==> src/queue_fifo.sv <==
`timescale 1ns/10ps
`default_nettype none

module queue_fifo #(
    parameter int width = 32,
    parameter int depth = 8
) (
    input  wire logic                         clk,
    input  wire logic                         n_rst,
    input  wire logic                         push,
    input  wire logic [width-1:0]             push_data,
    input  wire logic                         pop,
    output logic      [width-1:0]             pop_data,
    output logic                              empty,
    output logic                              full,
    output logic      [$clog2(depth+1)-1:0]   count
);

    localparam int ptr_w = (depth > 1) ? $clog2(depth) : 1;

    logic [width-1:0] store [depth];
    logic [ptr_w-1:0] rd_ptr, wr_ptr;
    logic             do_push, do_pop;

    assign empty   = (count == '0);
    assign full    = (count == ($clog2(depth+1))'(depth));
    assign do_push = push && !full;     // Push into a full queue is dropped
    assign do_pop  = pop && !empty;

    // ~~~~~~~~~~~~~~~~~~~~~~~~~~~~~~~~~~~~~~~~
    // Pointers and occupancy
    // ~~~~~~~~~~~~~~~~~~~~~~~~~~~~~~~~~~~~~~~~

    always_ff @(posedge clk, negedge n_rst) begin
        if (!n_rst) begin
            rd_ptr <= '0;
            wr_ptr <= '0;
            count  <= '0;
        end else begin
            if (do_push) begin
                wr_ptr <= (wr_ptr == ptr_w'(depth - 1)) ? '0 : wr_ptr + 1'b1;
            end
            if (do_pop) begin
                rd_ptr <= (rd_ptr == ptr_w'(depth - 1)) ? '0 : rd_ptr + 1'b1;
            end
            if (do_push && !do_pop) begin
                count <= count + 1'b1;
            end else if (do_pop && !do_push) begin
                count <= count - 1'b1;
            end
        end
    end

    always_ff @(posedge clk) begin
        if (do_push) begin
            store[wr_ptr] <= push_data;
        end
    end

    assign pop_data = store[rd_ptr];    // Head item is always visible

endmodule

`default_nettype wire

==> config.mk <==
export PLATFORM = sky130hd
export DESIGN_NAME = queue_fifo
export DESIGN_NICKNAME = d
export VERILOG_FILES = /design/src/queue_fifo.sv
export SDC_FILE = /design/constraint.sdc
export NUM_CORES = 1
export LEC_CHECK = 0
export BUFFER_PORTS_ARGS = -buffer_cell sky130_fd_sc_hd__buf_4
export CORE_MARGIN = 1.5
export CORE_UTILIZATION = 35
export DETAILED_ROUTE_END_ITERATION = 6
export PLACE_DENSITY = 0.58
export SETUP_SLACK_MARGIN = 0.2
export SLEW_MARGIN = 40
export SYNTH_ARGS = -nofsm -noshare
export SYNTH_HDL_FRONTEND = slang
export SYNTH_SLANG_ARGS = --single-unit
==> constraint.sdc <==
create_clock -name clk -period 9.5 [get_ports clk]
set_input_delay 0.95 -clock clk [delete_from_list [all_inputs] [get_ports clk]]
set_output_delay 0.95 -clock clk [all_outputs]
set_load 0.03 [all_outputs]
[Word level (Yosys, flattened, before mapping)]
Memories as Yosys holds them, arrays and structs flattened.
Index checks and enable logic that the tools add are counted.
W data, S select, Z words.
Operators by class
  reduce and logical (&&, ||, !) cells: 10
  mux-type cells: 6
  equality and inequality tests: 3
  add/sub/neg operators: 4
Operators by type and width (count)
  $mux W4: 2
  $add A3 B1 Y3 const B: 2
  $eq A3 B3 Y1 const B: 2
  $mux W3: 2
  $add A4 B1 Y4 const B: 1
  $eq A4 B4 Y1 const B: 1
  $logic_and A1 B1 Y1: 4
  $logic_not A1 Y1: 4
  $logic_not A4 Y1: 1
  $sub A4 B1 Y4 const B: 1
  $mux W1: 2
  $reduce_bool A2 Y1: 1
Storage, ports and cells
  input bits: 36
  memories kept: 1
  bits in writable memories: 256
  register bits: 10
  output and inout bits: 38
  word-level logic and storage cells: 27
Memory list
  store: depth 8, width 32, read ports 1, clocked after memory_dff 0, wr ports 1, RTL line 21  | logic [width-1:0] store [depth];

[Depth between registers and ports, before layout]
  depth in word-level cells: 7
  mapped depth: 9
  mapped depth without buffers: 9

[Worst setup path before layout]
No wires, ideal clock.
  kind: input -> register
  start: input push
  end: memory store[0][0] (enable)
  arrival: 4.121 ns
  data required time: 8.999 ns
  stages on the path: 2
  path slack: 4.878 ns
  setup time: 0.501 ns
  cell sequence: nand2_2 -> nor4_1
Between the ends
  cells in the longest elaborated chain, start to end: 3
Ends and longest elaborated chain
  start: declaration: RTL line 10  | input wire logic push,
  $logic_and A1 B1 Y1: RTL line 27  | assign do_push = push && !full;
  $mux W1: RTL line 55  | if (do_push) begin
  $mux W1 (not written as such): RTL line 56  | store[wr_ptr] <= push_data;
  end: declaration: RTL line 21
No other way between the ends.

[Final worst setup path]
  start: register rd_ptr[0]
  end: output pop_data[22]
Between the ends
  cells in the longest elaborated chain, start to end: 1
Ends and longest elaborated chain
  start: declaration: RTL line 22  | logic [ptr_w-1:0] rd_ptr, wr_ptr;
  start signal: assignment: RTL line 44  | rd_ptr <= (rd_ptr == ptr_w'(depth - 1)) ? '0 : rd_ptr + 1'b1;
  $mem_v2 Z8 W32
  end: declaration: RTL line 13  | output logic [width-1:0] pop_data,
No other way between the ends.

==> metrics.md <==
| Metric | Value |
|---|---|
| Status | finished clean |
| Setup Crit Path Kind | reg2out |
| Synth-to-Final Area Change | 18.7% |
| Slew @ Worst Pin | 0.671 ns |
| Worst EP arrival | 2.92 ns |
| Clock buffer depth | 3 |
| Slew Limit Fails | 0 |
| Syn Nets | 480 |
| CP startpoint kind | register |
| Post-layout util | 42.4% |
| Starting density of the core | 35.7% |
| Commonest non-fill, non-tap cell in the layout | edfxtp_1 |
| Die W | 174 um |
| DRC violations left | 0 |
| Detail Route Antenna Nets | 0 |
| Post-DR wirelength/cell | 22.0 um |
| H-tree lvl count | 1 |
| Placed Cells | 884 |
| I/O pins | 74 |
| Setup crit end kind | primary output |
| Non-Filler Instances | 935 |
| Post-CTS setup buffer count | 0 |
| Most frequent cells in the layout | 256 x edfxtp_1, 81 x buf_4, 64 x mux4_2, 34 x mux2_2, 29 x clkbuf_16 |
| Final hold vios | 0 |
| Syn avg cell area | 23.6 um^2 |
| Root Driver | clkbuf_16 |
| Post-cts sizing count | 0 |
| Achievable Freq | 258 MHz |
| Detailed Route WL | 20600 um |
| Cell area power density | 324 mW/mm^2 |
| Seq cells post-synth | 266 |
| Post-DP HPWL | 11100 um |
| Die ar. | 0.0304 mm^2 |
| Worst R2R Start | count[0] |
| Fin crit period | 3.87 ns |
| Worst ir drop on vdd | 0.000180 V |
| TritonCTS clock tree | done |
| Yosys warns | 0 |
| Commonest register cell after synthesis | edfxtp_1 |
| DR pass1 iterations | 5 |
| Initial antenna violation count | 1 |
| Critical Path Start | rd_ptr[0] |
| # setup viols final | 0 |
| Slowest CP cell | dfrtp_4 |
| Slowest Stage Delay on Critical Path | 0.69 ns |
| Clock transition at path regs | 0.06 ns |
| Clk sinks | 266 |
| Leakage | 3.98 nW |
| Worst path cell trace | buf_6 > mux4_2 > mux2_2 > buf_4 |
| TNS Setup | 0 ns |
| Max-slew headroom | 55.2% |
| Unrepaired setup endpoints after global routing | no |
| Row count | 62 |
| Core area | 0.0288 mm^2 |
| Final RePlAce weighted congestion | 0.666 |
| Syn Std Cell Area | 0.0103 mm^2 |
| Worst-Skew Late Latency | 0.53 ns |
| Largest net degree at the start of global routing | 47 |
| Drt initial violations | 266 |
| Total GRT Usage | 13.9% |
| Via count | 4644 |
| Register area share after synthesis | 77.2% |
| Synth Instances | 436 |
| # nets final | 574 |
| Layout cells sized above 1 | 42.6% |
| Chip Height | 174 um |
| Vias per Instance | 4.97 |
| Crit Path Max Fanout | 46 |
| Synth async-reset ratio | 3.76% |
| Total gr overflow | 0 |
| Count of unique library cells instantiated by Yosys | 32 |
| Antenna Cells | 0 |
| Number of global-route vias before repair | 5238 |
| First-pass GRT wire length | 31600 um |
| Number of synthesized flops with an enable pin | 256 |
| Worst EP required | 8.55 ns |
| Hold-fix buffers at CTS | 0 |
| Hold WC Path Type | in2async |
| Clock Skew | 0.0112 ns |
| Port Buffer Count | 73 |
| Final period util | 40.8% |
| Total CTS buffers | 28 |
| Max Cap Violations | 0 |
-- worst max-delay path: cells and delay by family, from the launching register on --
kind	cells	cell delay, ns
DFF	1	0.69
muxes	2	0.90
buffers and inverters	2	0.79
-- final timing paths --
check	endpoint	slack, ns	cells past startpoint
setup / recovery	pop_data[22]	5.63	4
hold / removal	count[2]	0.25	1
min in group clk	store[5][19]	0.65	1
setup reg to reg	count[3]	6.43	9
hold reg to reg	count[2]	0.67	2
max in group asynchronous	rd_ptr[1]	9.09	1
-- power by group --
part / total, mW / switching [mW] / internal, mW / leakage [nW]
registers: 1.64 / 0.157 / 1.49 / 2.44
logic: 1.30 / 0.698 / 0.604 / 1.11
clock network: 1.01 / 0.423 / 0.588 / 0.431
-- routing by layer --
layer / GRT usage [%] / vias up / share of wire, %
li1: - / 2039 / -
met1: 17.6 / 2473 / 41
met2: 24.5 / 102 / 52
met3: 3.04 / 28 / 5.1
met4: 2.84 / 2 / 1.4
met5: 0 / - / 0.063
-- final cells by class --
cell class,count,area [um^2]
clock buffers,40,807
clock inverters,11,55.1
fillers,2480,16600
inverters,3,11.3
multi-input cells,148,2270
flip-flops and latches,266,7950
well taps,384,480
repair buffers,83,639
-- stage by stage --
step / hold slack (ns) / instance area (um^2) / setup WS, ns / power, mW
6_report: 0.250 / 12200 / 5.63 / 3.96
5_1_grt: 0.237 / 12200 / 5.40 / 4.14
4_1_cts: 0.234 / 12200 / 5.50 / 4.03
3_5_place_dp: 0.647 / 11300 / 6.07 / 3.01
3_3_place_gp: 0.630 / 11300 / 5.86 / 2.97
2_1_floorplan: 0.569 / 10300 / 4.88 / 2.56
-- cell usage after synthesis, types with 2 or more instances --
master	instances	share of area, %
a21oi_1	2	0.097
buf_1	2	0.073
buf_2	4	0.19
buf_6	4	0.44
clkbuf_1	8	0.29
dfrtp_1	10	2.4
edfxtp_1	256	75
ha_1	7	0.85
inv_1	3	0.11
mux2_1	3	0.33
mux2_2	34	3.7
mux4_2	64	14
nand2_1	4	0.15
nand2b_1	3	0.18
nand3_1	3	0.15
nor2_1	4	0.15
nor3_1	6	0.29
nor4_1	2	0.12
o211ai_1	2	0.15
o21ai_0	2	0.097
xnor2_1	2	0.17
-- kinds of logic (layout without fill, tap and decap cells) --
logic type / after synthesis / after routing / synth area share [%]
AOI/OAI and AO/OA: 9 / 9 / 0.791
adders and majority gates: 8 / 8 / 1.05
xor gates and xnor gates: 2 / 2 / 0.170
muxes: 102 / 102 / 18.2
and+or+nand+nor: 27 / 27 / 1.40
buffers and inverters: 22 / 137 / 1.25
DFF: 266 / 266 / 77.2
-- state kept, by name, indices dropped and copies added (netlist names) --
signal,cells
wr_ptr,3
count,4
rd_ptr,3
store,256
Power figures use the tool's default switching activity.
