File: src/chiplet_pkg.sv
`default_nettype none

package chiplet_pkg;

    // ~~~~~~~~~~~~~~~~~~~~~~~~~~~~~~~~~~~~~~~~
    // Sizes
    // ~~~~~~~~~~~~~~~~~~~~~~~~~~~~~~~~~~~~~~~~

    localparam int num_msgs    = 4;                     // Descriptor table entries
    localparam int msg_idx_w   = $clog2(num_msgs);
    localparam int cache_words = 128;
    localparam int cache_idx_w = $clog2(cache_words);   // Index wraps modulo 128
    localparam int cache_bytes = cache_words * 4;
    localparam int out_depth   = 8;                     // Outbound flit queue
    localparam int req_depth   = 4;                     // Requester id queue

    // ~~~~~~~~~~~~~~~~~~~~~~~~~~~~~~~~~~~~~~~~
    // Address map
    // ~~~~~~~~~~~~~~~~~~~~~~~~~~~~~~~~~~~~~~~~

    // All addresses are byte addresses on the CPU bus
    localparam logic [15:0] desc_base     = 16'h0000;
    localparam logic [15:0] tx_send_addr  = 16'h1004;
    localparam logic [15:0] status_addr   = 16'h1008;
    localparam logic [15:0] tx_cache_base = 16'h2000;
    localparam logic [15:0] rx_cache_base = 16'h3000;
    localparam logic [15:0] req_pop_addr  = 16'h3400;

    // Status register layout
    localparam int status_busy_bit = 0;
    localparam int status_ovf_bit  = 1;
    localparam int status_cnt_lsb  = 4;    // Requester queue count sits in bits 6 to 4

    // Pop register flags an id as valid here
    localparam int req_valid_bit = 8;

    // ~~~~~~~~~~~~~~~~~~~~~~~~~~~~~~~~~~~~~~~~
    // Types
    // ~~~~~~~~~~~~~~~~~~~~~~~~~~~~~~~~~~~~~~~~

    typedef logic [3:0] node_id_t;

    // A flit is either a head or a plain payload word
    // Descriptor words share the head layout
    typedef union packed {
        logic [31:0] data;
        struct packed {
            node_id_t   dest_id;
            node_id_t   src_id;
            logic [7:0] length;
            logic [7:0] tx_start;
            logic [7:0] rx_start;
        } head;
    } flit_t;

endpackage

`default_nettype wire

File: src/rx_depacketizer.sv
`timescale 1ns/10ps
`default_nettype none

module rx_depacketizer import chiplet_pkg::*; (
    input  wire logic                   clk,
    input  wire logic                   n_rst,
    input  wire flit_t                  flit_in,
    input  wire logic                   flit_in_valid,
    input  wire node_id_t               node_id,
    output logic                        cache_wen,
    output logic      [cache_idx_w-1:0] cache_idx,
    output logic      [31:0]            cache_wdata,
    output logic                        req_push,
    output node_id_t                    req_id,
    input  wire logic                   req_full,
    output logic                        overflow
);

    logic [7:0]             remaining;    // Zero means the next flit is a head
    logic                   match_q;      // Current packet is for this node
    node_id_t               src_q;
    logic [cache_idx_w-1:0] idx;
    logic                   is_head, is_data, pkt_done;

    assign is_head = flit_in_valid && (remaining == '0);
    assign is_data = flit_in_valid && (remaining != '0);

    assign cache_wen   = is_data && match_q;
    assign cache_idx   = idx;
    assign cache_wdata = flit_in.data;

    // A zero length packet for us completes on its head
    assign pkt_done = (is_data && match_q && remaining == 8'd1) ||
                      (is_head && flit_in.head.dest_id == node_id &&
                       flit_in.head.length == '0);

    assign req_id   = is_head ? flit_in.head.src_id : src_q;
    assign req_push = pkt_done && !req_full;

    always_ff @(posedge clk, negedge n_rst) begin
        if (!n_rst) begin
            remaining <= '0;
            match_q   <= 1'b0;
            src_q     <= '0;
            idx       <= '0;
            overflow  <= 1'b0;
        end else begin
            if (is_head) begin
                remaining <= flit_in.head.length;
                match_q   <= (flit_in.head.dest_id == node_id);
                src_q     <= flit_in.head.src_id;
                idx       <= flit_in.head.rx_start[cache_idx_w-1:0];
            end else if (is_data) begin
                remaining <= remaining - 1'b1;    // Foreign packets are only counted
                idx       <= idx + 1'b1;
            end
            if (pkt_done && req_full) begin
                overflow <= 1'b1;    // Sticky until reset
            end
        end
    end

endmodule

`default_nettype wire

File: config.mk
export PLATFORM = sky130hd
export DESIGN_NAME = rx_depacketizer
export DESIGN_NICKNAME = d
export VERILOG_FILES = /design/src/chiplet_pkg.sv /design/src/rx_depacketizer.sv
export SDC_FILE = /design/constraint.sdc
export NUM_CORES = 1
export LEC_CHECK = 0
export BUFFER_PORTS_ARGS = -buffer_cell sky130_fd_sc_hd__buf_2
export CORE_MARGIN = 1.5
export CORE_UTILIZATION = 44
export DETAILED_ROUTE_END_ITERATION = 10
export GPL_ROUTABILITY_DRIVEN = 0
export PLACE_DENSITY = 0.81
export RECOVER_POWER = 50
export SYNTH_ARGS = -nofsm -noshare
export SYNTH_HDL_FRONTEND = slang
export SYNTH_SLANG_ARGS = --single-unit
export TNS_END_PERCENT = 30
File: constraint.sdc
create_clock -name clk -period 2.8 [get_ports clk]
set_clock_uncertainty 0.05 [all_clocks]
set_input_delay 0.7 -clock clk [delete_from_list [all_inputs] [get_ports clk]]
set_output_delay 0.7 -clock clk [all_outputs]
set_load 0.005 [all_outputs]
-- After elaboration in Yosys (flattened, before gate mapping)
Cells that the tools add are included.
- equality and inequality tests: 2
- $mul: 0
- order comparisons: 0
- bitwise logic cells: 0
- shift-type cells: 0
- muxes and demuxes: 5
- $add $sub $neg: 2
- reductions and logical operators: 14
- divide/modulo/power cells: 0
- operator list (kind ; count):
    8-bit zero test ; 2
    8-bit two-way mux ; 2
    7-bit two-way mux ; 2
    8-bit by 1-bit equality test with 1-bit output (second input constant) ; 1
    1-bit logical AND ; 8
    8-bit nonzero test ; 1
    8-bit by 1-bit subtractor with 8-bit output (second input constant) ; 1
    7-bit by 1-bit adder with 7-bit output (second input constant) ; 1
    4-bit equality test ; 1
    4-bit two-way mux ; 1
    2-bit nonzero test ; 1
    1-bit zero test ; 1
    1-bit logical OR ; 1
- input port bits: 40
- bits in writable memories: 0
- bits in latches: 0
- memories kept: 0
- output and inout port bits: 46
- logic and storage cells: 28
- bits in read-only memories: 0
- register bits: 21

-- Longest topological paths before layout
- depth in word-level cells: 6
- gate-level depth with buffers: 9
- depth with buffers taken out: 6

-- Worst setup path after synthesis
No wires, ideal clock.
- kind: register to output
- start point: reg remaining[4]
- end point: out req_id[0]
- data required time: 2.050 ns
- slack: 0.349 ns
- path buffers: 1
- data arrival time: 1.701 ns
- stages on the path, launching flop included: 5
- cells stage by stage: dfrtp_1 > or4_1 > buf_2 > nor2_1 > mux2_2
- word-level cells in the longest chain between the ends: 3
- ends and longest elaborated chain (element ; line ; text):
    start, declared ; rx_depacketizer.sv:19 ; logic [7:0] remaining;
    start signal, assigned ; rx_depacketizer.sv:49 ; remaining <= flit_in.head.length;
    start signal, assigned ; rx_depacketizer.sv:54 ; remaining <= remaining - 1'b1;
    8-bit zero test ; rx_depacketizer.sv:25 ; assign is_head = flit_in_valid && (remaining == '0);
    1-bit logical AND ; rx_depacketizer.sv:25 ;
    4-bit two-way mux ; rx_depacketizer.sv:37 ; assign req_id = is_head ? flit_in.head.src_id : src_q;
    end, declared ; rx_depacketizer.sv:14 ; output node_id_t req_id,
Every way passes these cells.

-- Worst setup path after layout
- start point: reg remaining[7]
- end point: out req_id[0]
Same word-level chain as after synthesis.

==> flow_metrics.tcl <==
set metrics [dict create \
    clk_pin_slew_ps 130 \
    cts_root_buf "clkbuf_4" \
    cp-start-kind "register" \
    cp-end-kind "primary output" \
    hold_viol_final 0 \
    drv_cap 0 \
    synth_fa_ha_area_share_pct 2.547 \
    floorplan.initialDensity_pct 47.12 \
    clockBufferDepth 2 \
    synth_seq_area_share_pct 35.65 \
    cts.sinks 21 \
    fmax_mhz 360.9 \
    synth_top_area_cell "dfrtp_1" \
    viasPerCell 5.142 \
    switching_power_uw 518.7 \
    synthSimpleGateAreaFrac_pct 15.03 \
    nFillCells 299 \
    n_antenna_cell 0 \
    synth.area.mux_share_pct 5.178 \
    vias 1270 \
    fp.dieW_um 60.88 \
    syn_area_um2 1474 \
    syn_inst 165 \
    syn_nets 208 \
    dp.cells 242 \
    synth_top_area_share_pct 35.65 \
    slew_headroom_pct 22.18 \
    status "completed" \
    p_per_area_nw_per_um2 779.0 \
    instances_no_fill 247 \
    drt-initial-drc-count 60 \
    dp_hpwl_mm 2.259 \
    track_usage_pct 17.23 \
    ios 86 \
    yosysUniqueCellTypes 39 \
    row_count 20 \
    ant_nets 0 \
    synth_flop_cell "dfrtp_1" \
    drive_gt1_share_pct 40.89 \
    path_cells "or4_4 -> nor2_1 -> buf_4 -> mux2_2 -> buf_2" \
    finalMaxSlewViolations 0 \
    crit_arrival_ps 2020 \
    timing.final.crit_period_ps 2771 \
    cts_buffers 3 \
    rsz0062_at_grt "yes" \
    finalNetCount 247 \
    ys_ff_latch 21 \
    yosysMostFrequentCell "buf_4" \
    worst_ir_drop_vdd_mv 0.3041 \
    hold_buffers 0 \
    switching_share_pct 39.84 \
    grt_pass1_wl_mm 4.892 \
    path_max_fanout 6 \
    core_um2 3128 \
    synth_edf_count 0 \
    hp-class "reg2reg" \
    io_buffers 67 \
    crit_required_ps 2050 \
    ys_async_sr_fraction_pct 100.0 \
    final_util_pct 53.44 \
    routedWlPerCell_um 12.00 \
    slowest_delay_ps 550 \
    p_leak_nw 0.8297 \
    fin_tns_setup_ps 0 \
    synth_area_per_cell_um2 8.933 \
    ys.warnings.count 0 \
    die_area_um2 3706 \
    synth_compound_area_share_pct 18.17 \
    tightest_slew_ps 1167 \
    internal-power_uw 783.4 \
    comb_power_share_pct 45.5 \
    areaGrowthSynthToFinish_pct 13.41 \
    grt_max_degree 24 \
    final.period_utilization_pct 98.96 \
    synth_common_cells "32 x buf_4, 21 x dfrtp_1, 12 x nand2_1" \
    grt_antenna_before_repair 0 \
    first_pass_iters 4 \
    htree_levels 1 \
    cts_tree "built" \
    clockPowerShare_pct 11.4 \
    ys_top_cells_by_area "dfrtp_1 36%, buf_4 16%, mux2_2 3.8%" \
    synth_top_family_by_area "buffers and inverters" \
    clk_latency_ps 320 \
    grt_pass1_vias 1143 \
    die_h_um 60.88 \
    overflow 0 \
    finalSetupViolCount 0 \
    pwr-share-seq_pct 43.1 \
    slowest_stage "or4_4" \
    wirelength_mm 2.965 \
    crit_type "reg2out" \
    drc_errors 0 \
    yosys.area_share.xor_xnor_pct 2.377 \
]
[critical path, delay by kind of cell, from the launching register on]
kind / cells / cell delay (ps)
DFF: 1 / 420
muxes: 1 / 340
buffers and inverters: 2 / 280
and+or+nand+nor: 2 / 650
[placed cells by master (no fill, tap or decap), types with 2 or more instances in the layout]
| cell | count |
|---|---|
| buf_2 | 61 |
| dfrtp_1 | 20 |
| nand2_1 | 12 |
| o21ai_0 | 11 |
| nor2_1 | 9 |
| inv_1 | 7 |
| a21oi_1 | 7 |
| clkbuf_1 | 6 |
| mux2_2 | 5 |
| buf_4 | 5 |
| xor2_1 | 4 |
| nand3_1 | 4 |
| o22ai_1 | 4 |
| or4_1 | 3 |
| o211ai_1 | 3 |
| o21ai_1 | 3 |
| ha_1 | 3 |
| clkbuf_4 | 3 |
| nor4_1 | 2 |
| a31oi_1 | 2 |
| nor3_1 | 2 |
| or3_1 | 2 |
| o21bai_1 | 2 |
| a22oi_1 | 2 |
| mux2i_1 | 2 |
[per-stage QoR]
step                total power, mW  hold WS, ps  setup WS (ps)  cell area, um^2
floorplan                    0.9497        354.4          349.0             1474
global placement              1.106        407.8          243.3             1618
detailed placement            1.122        412.7          247.7             1618
CTS                           1.302        279.5          7.809             1667
global route                  1.428        456.5         -86.19             1672
finish                        1.302        439.0          29.00             1672
[final timing paths]
path,start,to,slack [ps],cells after the start
max reg2reg,remaining[0],cache_idx[4],650,6
min reg2reg,overflow,overflow,440,1
max in group asynchronous,n_rst,remaining[0],1410,1
min in group asynchronous,n_rst,remaining[4],530,1
min,overflow,overflow,440,1
max,remaining[7],req_id[0],30,5
[registers in the layout (all words and copies together), names as in the netlist]
name,flops
overflow,1
remaining,8
match_q,1
src_q,4
cache_idx,7
[what timing repair did]
item / 4_1_cts / 5_1_grt
pin swaps: 1 / 0
gates resized for setup: 3 / 3
endpoints found under the setup margin: 5 / 6
setup buffers: 1 / 0
[layer usage]
metal	GRT usage, %	vias to the layer above	part of all wire, %
li1	-	633	-
met5	0	-	0
met1	20.61	596	43
met3	5.544	2	5.8
met4	3.106	0	0.57
met2	30.57	39	51
[area by class of cell]
class | count | area, um^2 | area share, %
Multi-Input combinational cell | 98 | 659.4 | 39.45
Tap cell | 44 | 55.05 | 3.293
Clock inverter | 1 | 5.005 | 0.2994
Timing Repair Buffer | 73 | 376.6 | 22.53
Inverter | 7 | 26.28 | 1.572
Sequential cell | 21 | 526.8 | 31.51
Clock buffer | 3 | 22.52 | 1.347
[power groups by stage]
| stage | combinational (mW) | clock [mW] | sequential (mW) |
|---|---|---|---|
| 5_1_grt | 0.675 | 0.166 | 0.587 |
| 3_3_place_gp | 0.540 | 0 | 0.565 |
| 3_5_place_dp | 0.551 | 0 | 0.570 |
| 4_1_cts | 0.587 | 0.159 | 0.557 |
| 6_report | 0.593 | 0.148 | 0.561 |
| 2_1_floorplan | 0.403 | 0 | 0.546 |
[kinds of logic after synthesis]
group                    count (synthesis)
flip-flops                              21
adder cells (fa/ha/maj)                  3
multiplexers                             7
AO/OA/AOI/OAI                           41
AND/OR/NAND/NOR                         43
XOR/XNOR                                 4
buffers and inverters                   46
Power figures use the tool's default switching activity.
