--- config.mk ---
export PLATFORM = sky130hd
export DESIGN_NAME = tx_packetizer
export DESIGN_NICKNAME = d
export VERILOG_FILES = /design/src/chiplet_pkg.sv /design/src/tx_packetizer.sv
export SDC_FILE = /design/constraint.sdc
export NUM_CORES = 1
export LEC_CHECK = 0
export BUFFER_PORTS_ARGS = -buffer_cell sky130_fd_sc_hd__buf_2
export CORE_MARGIN = 2
export CORE_UTILIZATION = 26
export DETAILED_ROUTE_END_ITERATION = 8
export SYNTH_ARGS = -nofsm -noshare
export SYNTH_HDL_FRONTEND = slang
export SYNTH_SLANG_ARGS = --single-unit
--- constraint.sdc ---
create_clock -name clk -period 4.3 [get_ports clk]
set_input_delay 0.645 -clock clk [delete_from_list [all_inputs] [get_ports clk]]
set_output_delay 0.645 -clock clk [all_outputs]
set_load 0.01 [all_outputs]
--- src/chiplet_pkg.sv ---
`default_nettype none

package chiplet_pkg;

    // ~~~~~~~~~~~~~~~~~~~~~~~~~~~~~~~~~~~~~~~~
    // Sizes
    // ~~~~~~~~~~~~~~~~~~~~~~~~~~~~~~~~~~~~~~~~

    localparam int num_msgs    = 4;                     // Descriptor table entries
    localparam int msg_idx_w   = $clog2(num_msgs);
    localparam int cache_words = 128;
    localparam int cache_idx_w = $clog2(cache_words);   // Index wraps modulo 128
    localparam int cache_bytes = cache_words * 4;
    localparam int out_depth   = 8;                     // Outbound flit queue
    localparam int req_depth   = 4;                     // Requester id queue

    // ~~~~~~~~~~~~~~~~~~~~~~~~~~~~~~~~~~~~~~~~
    // Address map
    // ~~~~~~~~~~~~~~~~~~~~~~~~~~~~~~~~~~~~~~~~

    // All addresses are byte addresses on the CPU bus
    localparam logic [15:0] desc_base     = 16'h0000;
    localparam logic [15:0] tx_send_addr  = 16'h1004;
    localparam logic [15:0] status_addr   = 16'h1008;
    localparam logic [15:0] tx_cache_base = 16'h2000;
    localparam logic [15:0] rx_cache_base = 16'h3000;
    localparam logic [15:0] req_pop_addr  = 16'h3400;

    // Status register layout
    localparam int status_busy_bit = 0;
    localparam int status_ovf_bit  = 1;
    localparam int status_cnt_lsb  = 4;    // Requester queue count sits in bits 6 to 4

    // Pop register flags an id as valid here
    localparam int req_valid_bit = 8;

    // ~~~~~~~~~~~~~~~~~~~~~~~~~~~~~~~~~~~~~~~~
    // Types
    // ~~~~~~~~~~~~~~~~~~~~~~~~~~~~~~~~~~~~~~~~

    typedef logic [3:0] node_id_t;

    // A flit is either a head or a plain payload word
    // Descriptor words share the head layout
    typedef union packed {
        logic [31:0] data;
        struct packed {
            node_id_t   dest_id;
            node_id_t   src_id;
            logic [7:0] length;
            logic [7:0] tx_start;
            logic [7:0] rx_start;
        } head;
    } flit_t;

endpackage

`default_nettype wire

--- src/tx_packetizer.sv ---
`timescale 1ns/10ps
`default_nettype none

module tx_packetizer import chiplet_pkg::*; (
    input  wire logic                   clk,
    input  wire logic                   n_rst,
    input  wire logic                   start,
    input  wire flit_t                  desc,
    input  wire node_id_t               node_id,
    output logic                        busy,
    output logic                        cache_ren,
    output logic      [cache_idx_w-1:0] cache_idx,
    input  wire logic [31:0]            cache_rdata,
    output logic                        q_push,
    output flit_t                       q_data,
    input  wire logic                   q_full
);

    flit_t                  desc_q;
    logic                   head_pending;    // Head flit not yet pushed
    logic [7:0]             remaining;       // Payload words left to push
    logic [cache_idx_w-1:0] idx;

    // One flit leaves per cycle unless the queue is full
    assign q_push    = busy && !q_full;
    assign cache_ren = busy && !head_pending && !q_full;
    assign cache_idx = idx;

    // The head carries our own id and hides the sender's cache offset
    always_comb begin
        if (head_pending) begin
            q_data               = desc_q;
            q_data.head.src_id   = node_id;
            q_data.head.tx_start = '0;
        end else begin
            q_data.data = cache_rdata;
        end
    end

    // ~~~~~~~~~~~~~~~~~~~~~~~~~~~~~~~~~~~~~~~~
    // Message sequencing
    // ~~~~~~~~~~~~~~~~~~~~~~~~~~~~~~~~~~~~~~~~

    always_ff @(posedge clk, negedge n_rst) begin
        if (!n_rst) begin
            busy         <= 1'b0;
            head_pending <= 1'b0;
            remaining    <= '0;
            idx          <= '0;
        end else if (!busy) begin
            if (start) begin
                busy         <= 1'b1;
                head_pending <= 1'b1;
                remaining    <= desc.head.length;
                idx          <= desc.head.tx_start[cache_idx_w-1:0];
            end
        end else if (!q_full) begin
            if (head_pending) begin
                head_pending <= 1'b0;
                if (remaining == '0) begin
                    busy <= 1'b0;    // Nothing follows the head
                end
            end else begin
                idx       <= idx + 1'b1;    // Wraps around the cache
                remaining <= remaining - 1'b1;
                if (remaining == 8'd1) begin
                    busy <= 1'b0;
                end
            end
        end
    end

    always_ff @(posedge clk) begin
        if (start && !busy) begin
            desc_q <= desc;
        end
    end

endmodule

`default_nettype wire

Word level (Yosys, flattened, before mapping)
Index checks and enable logic that the tools add are counted.
Widths: inputs -> output; s select.
{"block": "word_totals", "reg_bits": 49, "latchBits": 0, "ram_bits": 0, "romBits": 0, "in_bits": 72, "output_inout_bits": 42, "wordCells": 39, "mem_count": 0}
{"block": "classes", "n_addsub": 2, "multipliers": 0, "div": 0, "order_cmp": 0, "n_eq_ne": 3, "n_shift": 0, "muxes": 18, "bitwise_logic": 0, "reduce_logical": 11}
{"op": "$mux 32", "count": 1}
{"op": "$mux 8", "count": 4}
{"op": "$mux 7", "count": 4}
{"op": "$mux 1", "count": 9}
{"op": "$eq 8x1->1 const B", "count": 1}
{"op": "$logic_not 8->1", "count": 1}
{"op": "$sub 8x1->8 const B", "count": 1}
{"op": "$add 7x1->7 const B", "count": 1}
{"op": "$logic_and 1x1->1", "count": 4}
{"op": "$ne 2x2->1 const B", "count": 2}
{"op": "$logic_not 1->1", "count": 3}
{"op": "$reduce_and 3->1", "count": 1}
{"op": "$reduce_and 2->1", "count": 1}
{"op": "$reduce_bool 2->1", "count": 1}

Depth between registers and ports, before layout
{"block": "logic_depth", "depth_word": 5, "mapped_depth": 6, "ltp_nobuf": 5}

Least setup slack after synthesis
OpenSTA, ideal clock, no wires.
{"block": "synth_path", "kind": "in2reg", "startpoint": "input start", "endpoint": "register idx[2], in the netlist cache_idx[2]", "setup_ns": 0.127, "arrival_ns": 1.975, "required_time_ns": 4.173, "path_slack_ns": 2.198, "path_stages": 4, "path_buffers": 1, "path_cell_list": "nand2b_1 clkbuf_1 clkinv_1 a221o_1"}
{"block": "synth_via", "elab_chain_len": 2}
{"item": "start: declaration", "line": "tx_packetizer.sv:7", "source": "input wire logic start,"}
{"item": "$reduce_bool 2->1 (no line)"}
{"item": "$reduce_and 3->1 (no line)"}
{"item": "end signal: assignment", "line": "tx_packetizer.sv:55", "source": "idx <= desc.head.tx_start[cache_idx_w-1:0];"}
{"item": "end signal: assignment", "line": "tx_packetizer.sv:64", "source": "idx <= idx + 1'b1;"}
{"item": "end: declaration", "line": "tx_packetizer.sv:22", "source": "logic [cache_idx_w-1:0] idx;"}
No other way between the ends.
A chain may end at the register's enable or synchronous reset.

Worst setup path in the final report
{"block": "layout_path", "startpoint": "register busy", "endpoint": "output cache_ren"}
{"block": "layout_via", "elab_chain_len": 2}
{"item": "start: declaration", "line": "tx_packetizer.sv:10", "source": "output logic busy,"}
{"item": "start signal: assignment", "line": "tx_packetizer.sv:46", "source": "busy <= 1'b0;"}
{"item": "start signal: assignment", "line": "tx_packetizer.sv:52", "source": "busy <= 1'b1;"}
{"item": "start signal: assignment", "line": "tx_packetizer.sv:61", "source": "busy <= 1'b0;"}
{"item": "$logic_and 1x1->1 (2 in series)", "line": "tx_packetizer.sv:26", "source": "assign cache_ren = busy && !head_pending && !q_full;"}
{"item": "end: declaration", "line": "tx_packetizer.sv:11", "source": "output logic cache_ren,"}
No other way between the ends.

==> implementation parameters <==
Parameter                              Value

Floorplan
  Number of placement rows ... 32
  Core area ... 7690 um^2
  Width of the die ... 92.7 um
  Starting density of the core ... 0.266
  Chip height ... between 90 and 100 um
  Die area ... 8600 um^2
  Number of top-level pins ... between 100 and 150

Clock network
  Number of buffers added for setup after CTS ... 0
  Cell chosen for the clock root ... sky130_fd_sc_hd__clkbuf_8
  CTS tree ... yes
  Number of clock sinks ... 37
  Clock H-tree levels ... 2
  Count of instances resized after the clock tree is built ... 0
  Worst skew pair latency ... ~0.3 ns
  Bufs on Longest Clock Path ... 2
  Clock transition at the register clock pins on the worst setup and hold paths after CTS ... 0.08 ns
  Count of hold buffers inserted by post-cts repair ... 0
  Number of buffers inserted during clock tree synthesis ... 5

Global routing
  Number of antenna violations at the first check in global routing ... 0
  Pin count of the biggest net entering global routing ... 39
  First-pass GRT wire length ... 8.34 mm
  Via count of the first global-routing pass ... ~1700
  Leftover overflow at the end of global routing ... 0
  Total global routing track utilization ... 0.125

Timing
  Number of hold violations in the final report ... 0
  Transition time of the tightest slew-check pin ... 0.651 ns
  Accumulated negative setup slack ... 0 ns
  Min Clock Period, post-route ... approximately 3.0 ns
  Final clock skew ... 0.00548 ns
  Number of pins exceeding their max-slew limit in the final report ... 0
  Maximum achievable frequency ... between 300 and 400 MHz
  Setup repair after global routing missed its margin ... false
  Worst slew slack as a fraction of its limit ... 0.566
  Final cycle utilization of the critical path ... 0.705
  Min setup slack post-route ... about 1.3 ns
  Final setup fails ... 0

Worst setup path
  Type of the setup path with the least slack ... flop to primary output
  Kind of start point of the critical path ... flop
  Minimum setup slack among reg-to-reg paths ... 1.84 ns
  Length in cells of the worst reg-to-reg path ... 4
  Largest fanout on the critical path ... 22
  Req. time, crit path ... 3.65 ns
  Kind of capture point of the worst setup path ... primary output
  Reg-to-reg endpoint ... cache_idx[2]
  CP Data Arrival Time ... 2.39 ns
  Startpoint of the most critical register-to-register path ... busy
  Worst setup path endpoint ... cache_ren
  Source of the critical timing path ... busy

Synthesis
  Share of flip-flops with an asynchronous set or reset ... 0.459
  Most frequently used cell type in the post-synthesis netlist ... sky130_fd_sc_hd__mux2_2
  Gate Count Post-Synth ... 175
  Synth area leader ... sky130_fd_sc_hd__edfxtp_1
  Dominant cells by area after synthesis ... sky130_fd_sc_hd__edfxtp_1 (29%), sky130_fd_sc_hd__dfrtp_1 (21%), sky130_fd_sc_hd__mux2_2 (14%)
  Synth Flop Type ... sky130_fd_sc_hd__edfxtp_1
  Cell area after technology mapping ... 2050 um^2
  Seq/Total Area, Yosys ... 0.501
  Seq cells post-synth ... 37
  Top cells by count, synth ... sky130_fd_sc_hd__mux2_2 (26), sky130_fd_sc_hd__edfxtp_1 (20), sky130_fd_sc_hd__dfrtp_1 (17)
  Mean instance size in the synthesized netlist ... 11.7 um^2
  Count of flip-flops with a built-in enable after synthesis ... 20
  Share of Yosys cell area claimed by the top area cell type ... 0.293
  Number of warnings reported in the yosys synthesis log ... 0
  Count of unique library cells instantiated by Yosys ... 44
  Post-Syn Nets ... 251

Layout
  Number of standard cells in the layout, taps in and fillers out ... approximately 380
  Antenna diode instance count ... 0
  Area taken by multi-input logic gates ... 948 um^2
  Fill cells ... 813
  Area occupied by registers ... 1030 um^2
  Share of layout cells above drive strength 1 ... 0.525
  NumNets Final ... 357
  Syn-to-layout area delta ... 36.3%
  Core occupancy in the finished layout ... 0.363

Drt
  Post-detailed-route count of antenna-violating nets ... 0
  Number of remaining DRC errors ... 0
  Per-cell via count in the routed design ... 4.77
  Final routed wire length divided by cell count ... about 14 um
  First-pass DRT Iterations ... 4
  Count of vias placed by the detailed router ... ~1800
  Overall routed net length ... about 5.4 mm
  Violation count after the first detailed-routing iteration ... 90

Power
  Maximum VDD drop ... between 0.15 and 0.2 mV
  Static leakage ... 1.21 nW
  Power per cell area ... 455 nW/um^2

Placement
  Routability cong. ... 0.785
  Total half-perimeter wirelength after legalization and detailed placement ... ~3.8 mm
  Worst Setup Slack post-DPL ... 1.63 ns
  Placed cell count ... around 380
  # port buffers ... 108

Run
  Max-capacitance violation count ... 0

Worst hold path
  HP Class ... input port to async pin

Run status
  Result of the run ... finished, final reports clean
[metal layers]
metal / GRT usage / routed length (um) / vias to the layer above
met5: 0 / 0 / -
li1: - / - / 883
met1: 0.165 / 2410 / 865
met3: 0.0260 / 392 / 6
met2: 0.202 / 2520 / 76
met4: 0.0441 / 70 / 0
[stage by stage]
stage | area, um^2 | power, mW | hold WS [ns]
after floorplan | 2050 | 0.814 | 0.349
after global placement | 2680 | 0.960 | 0.555
after detailed placement | 2680 | 0.974 | 0.556
after CTS | 2790 | 1.28 | 0.277
after global routing | 2790 | 1.35 | 0.303
final | 2790 | 1.27 | 0.267
[kinds of logic after synthesis]
| group | after synthesis | synth area share |
|---|---|---|
| compound gates | 33 | 0.128 |
| fa+ha+maj | 4 | 0.0245 |
| buf+inv | 18 | 0.0355 |
| flops | 37 | 0.501 |
| mux | 28 | 0.153 |
| simple gates | 55 | 0.158 |
[worst max-delay path, cell delays in order (launching register included)]
cell and delay, ns:
sky130_fd_sc_hd__dfrtp_1 0.76, sky130_fd_sc_hd__or3b_1 0.66, sky130_fd_sc_hd__inv_1 0.44, sky130_fd_sc_hd__buf_2 0.22
[worst min-delay path by stage]
stage / startpoint / endpoint / depth (start not counted)
6_report: n_rst / remaining[3] / 1
5_1_grt: n_rst / remaining[3] / 1
4_1_cts: n_rst / remaining[3] / 1
3_5_place_dp: remaining[4] / remaining[4] / 1
3_3_place_gp: remaining[4] / remaining[4] / 1
2_1_floorplan: n_rst / busy / 0
[layout by cell type, fill, tap and decap left out, types with 4 or more instances in the layout]
master,netlist,final
sky130_fd_sc_hd__buf_2,4,108
sky130_fd_sc_hd__mux2_2,26,26
sky130_fd_sc_hd__edfxtp_1,20,20
sky130_fd_sc_hd__dfrtp_1,17,17
sky130_fd_sc_hd__nor2b_1,10,10
sky130_fd_sc_hd__nand2_1,9,9
sky130_fd_sc_hd__nor2_1,8,8
sky130_fd_sc_hd__inv_1,6,6
sky130_fd_sc_hd__nor3_1,5,5
sky130_fd_sc_hd__o32ai_1,5,5
sky130_fd_sc_hd__clkbuf_8,0,5
sky130_fd_sc_hd__a31oi_1,4,4
sky130_fd_sc_hd__nand3_1,4,4
sky130_fd_sc_hd__ha_1,4,4
[power breakdown]
part           internal, mW  switching [mW]
registers             0.447          0.0912
clock network         0.171           0.131
logic                 0.214           0.215
total                 0.831           0.438
[registers in the layout, indices dropped and copies added, names as in the netlist]
register,flops
busy,1
cache_idx,7
desc_q,20
head_pending,1
remaining,8
[cell type report]
class / instances / area share
clock buffer: 6 / 0.0260
timing repair buffer: 110 / 0.199
inverter: 7 / 0.00942
clock inverter: 2 / 0.0121
sequential: 37 / 0.368
multi-input combinational: 120 / 0.340
tap: 102 / 0.0457
No activity file was read; power rests on OpenSTA's default activity.
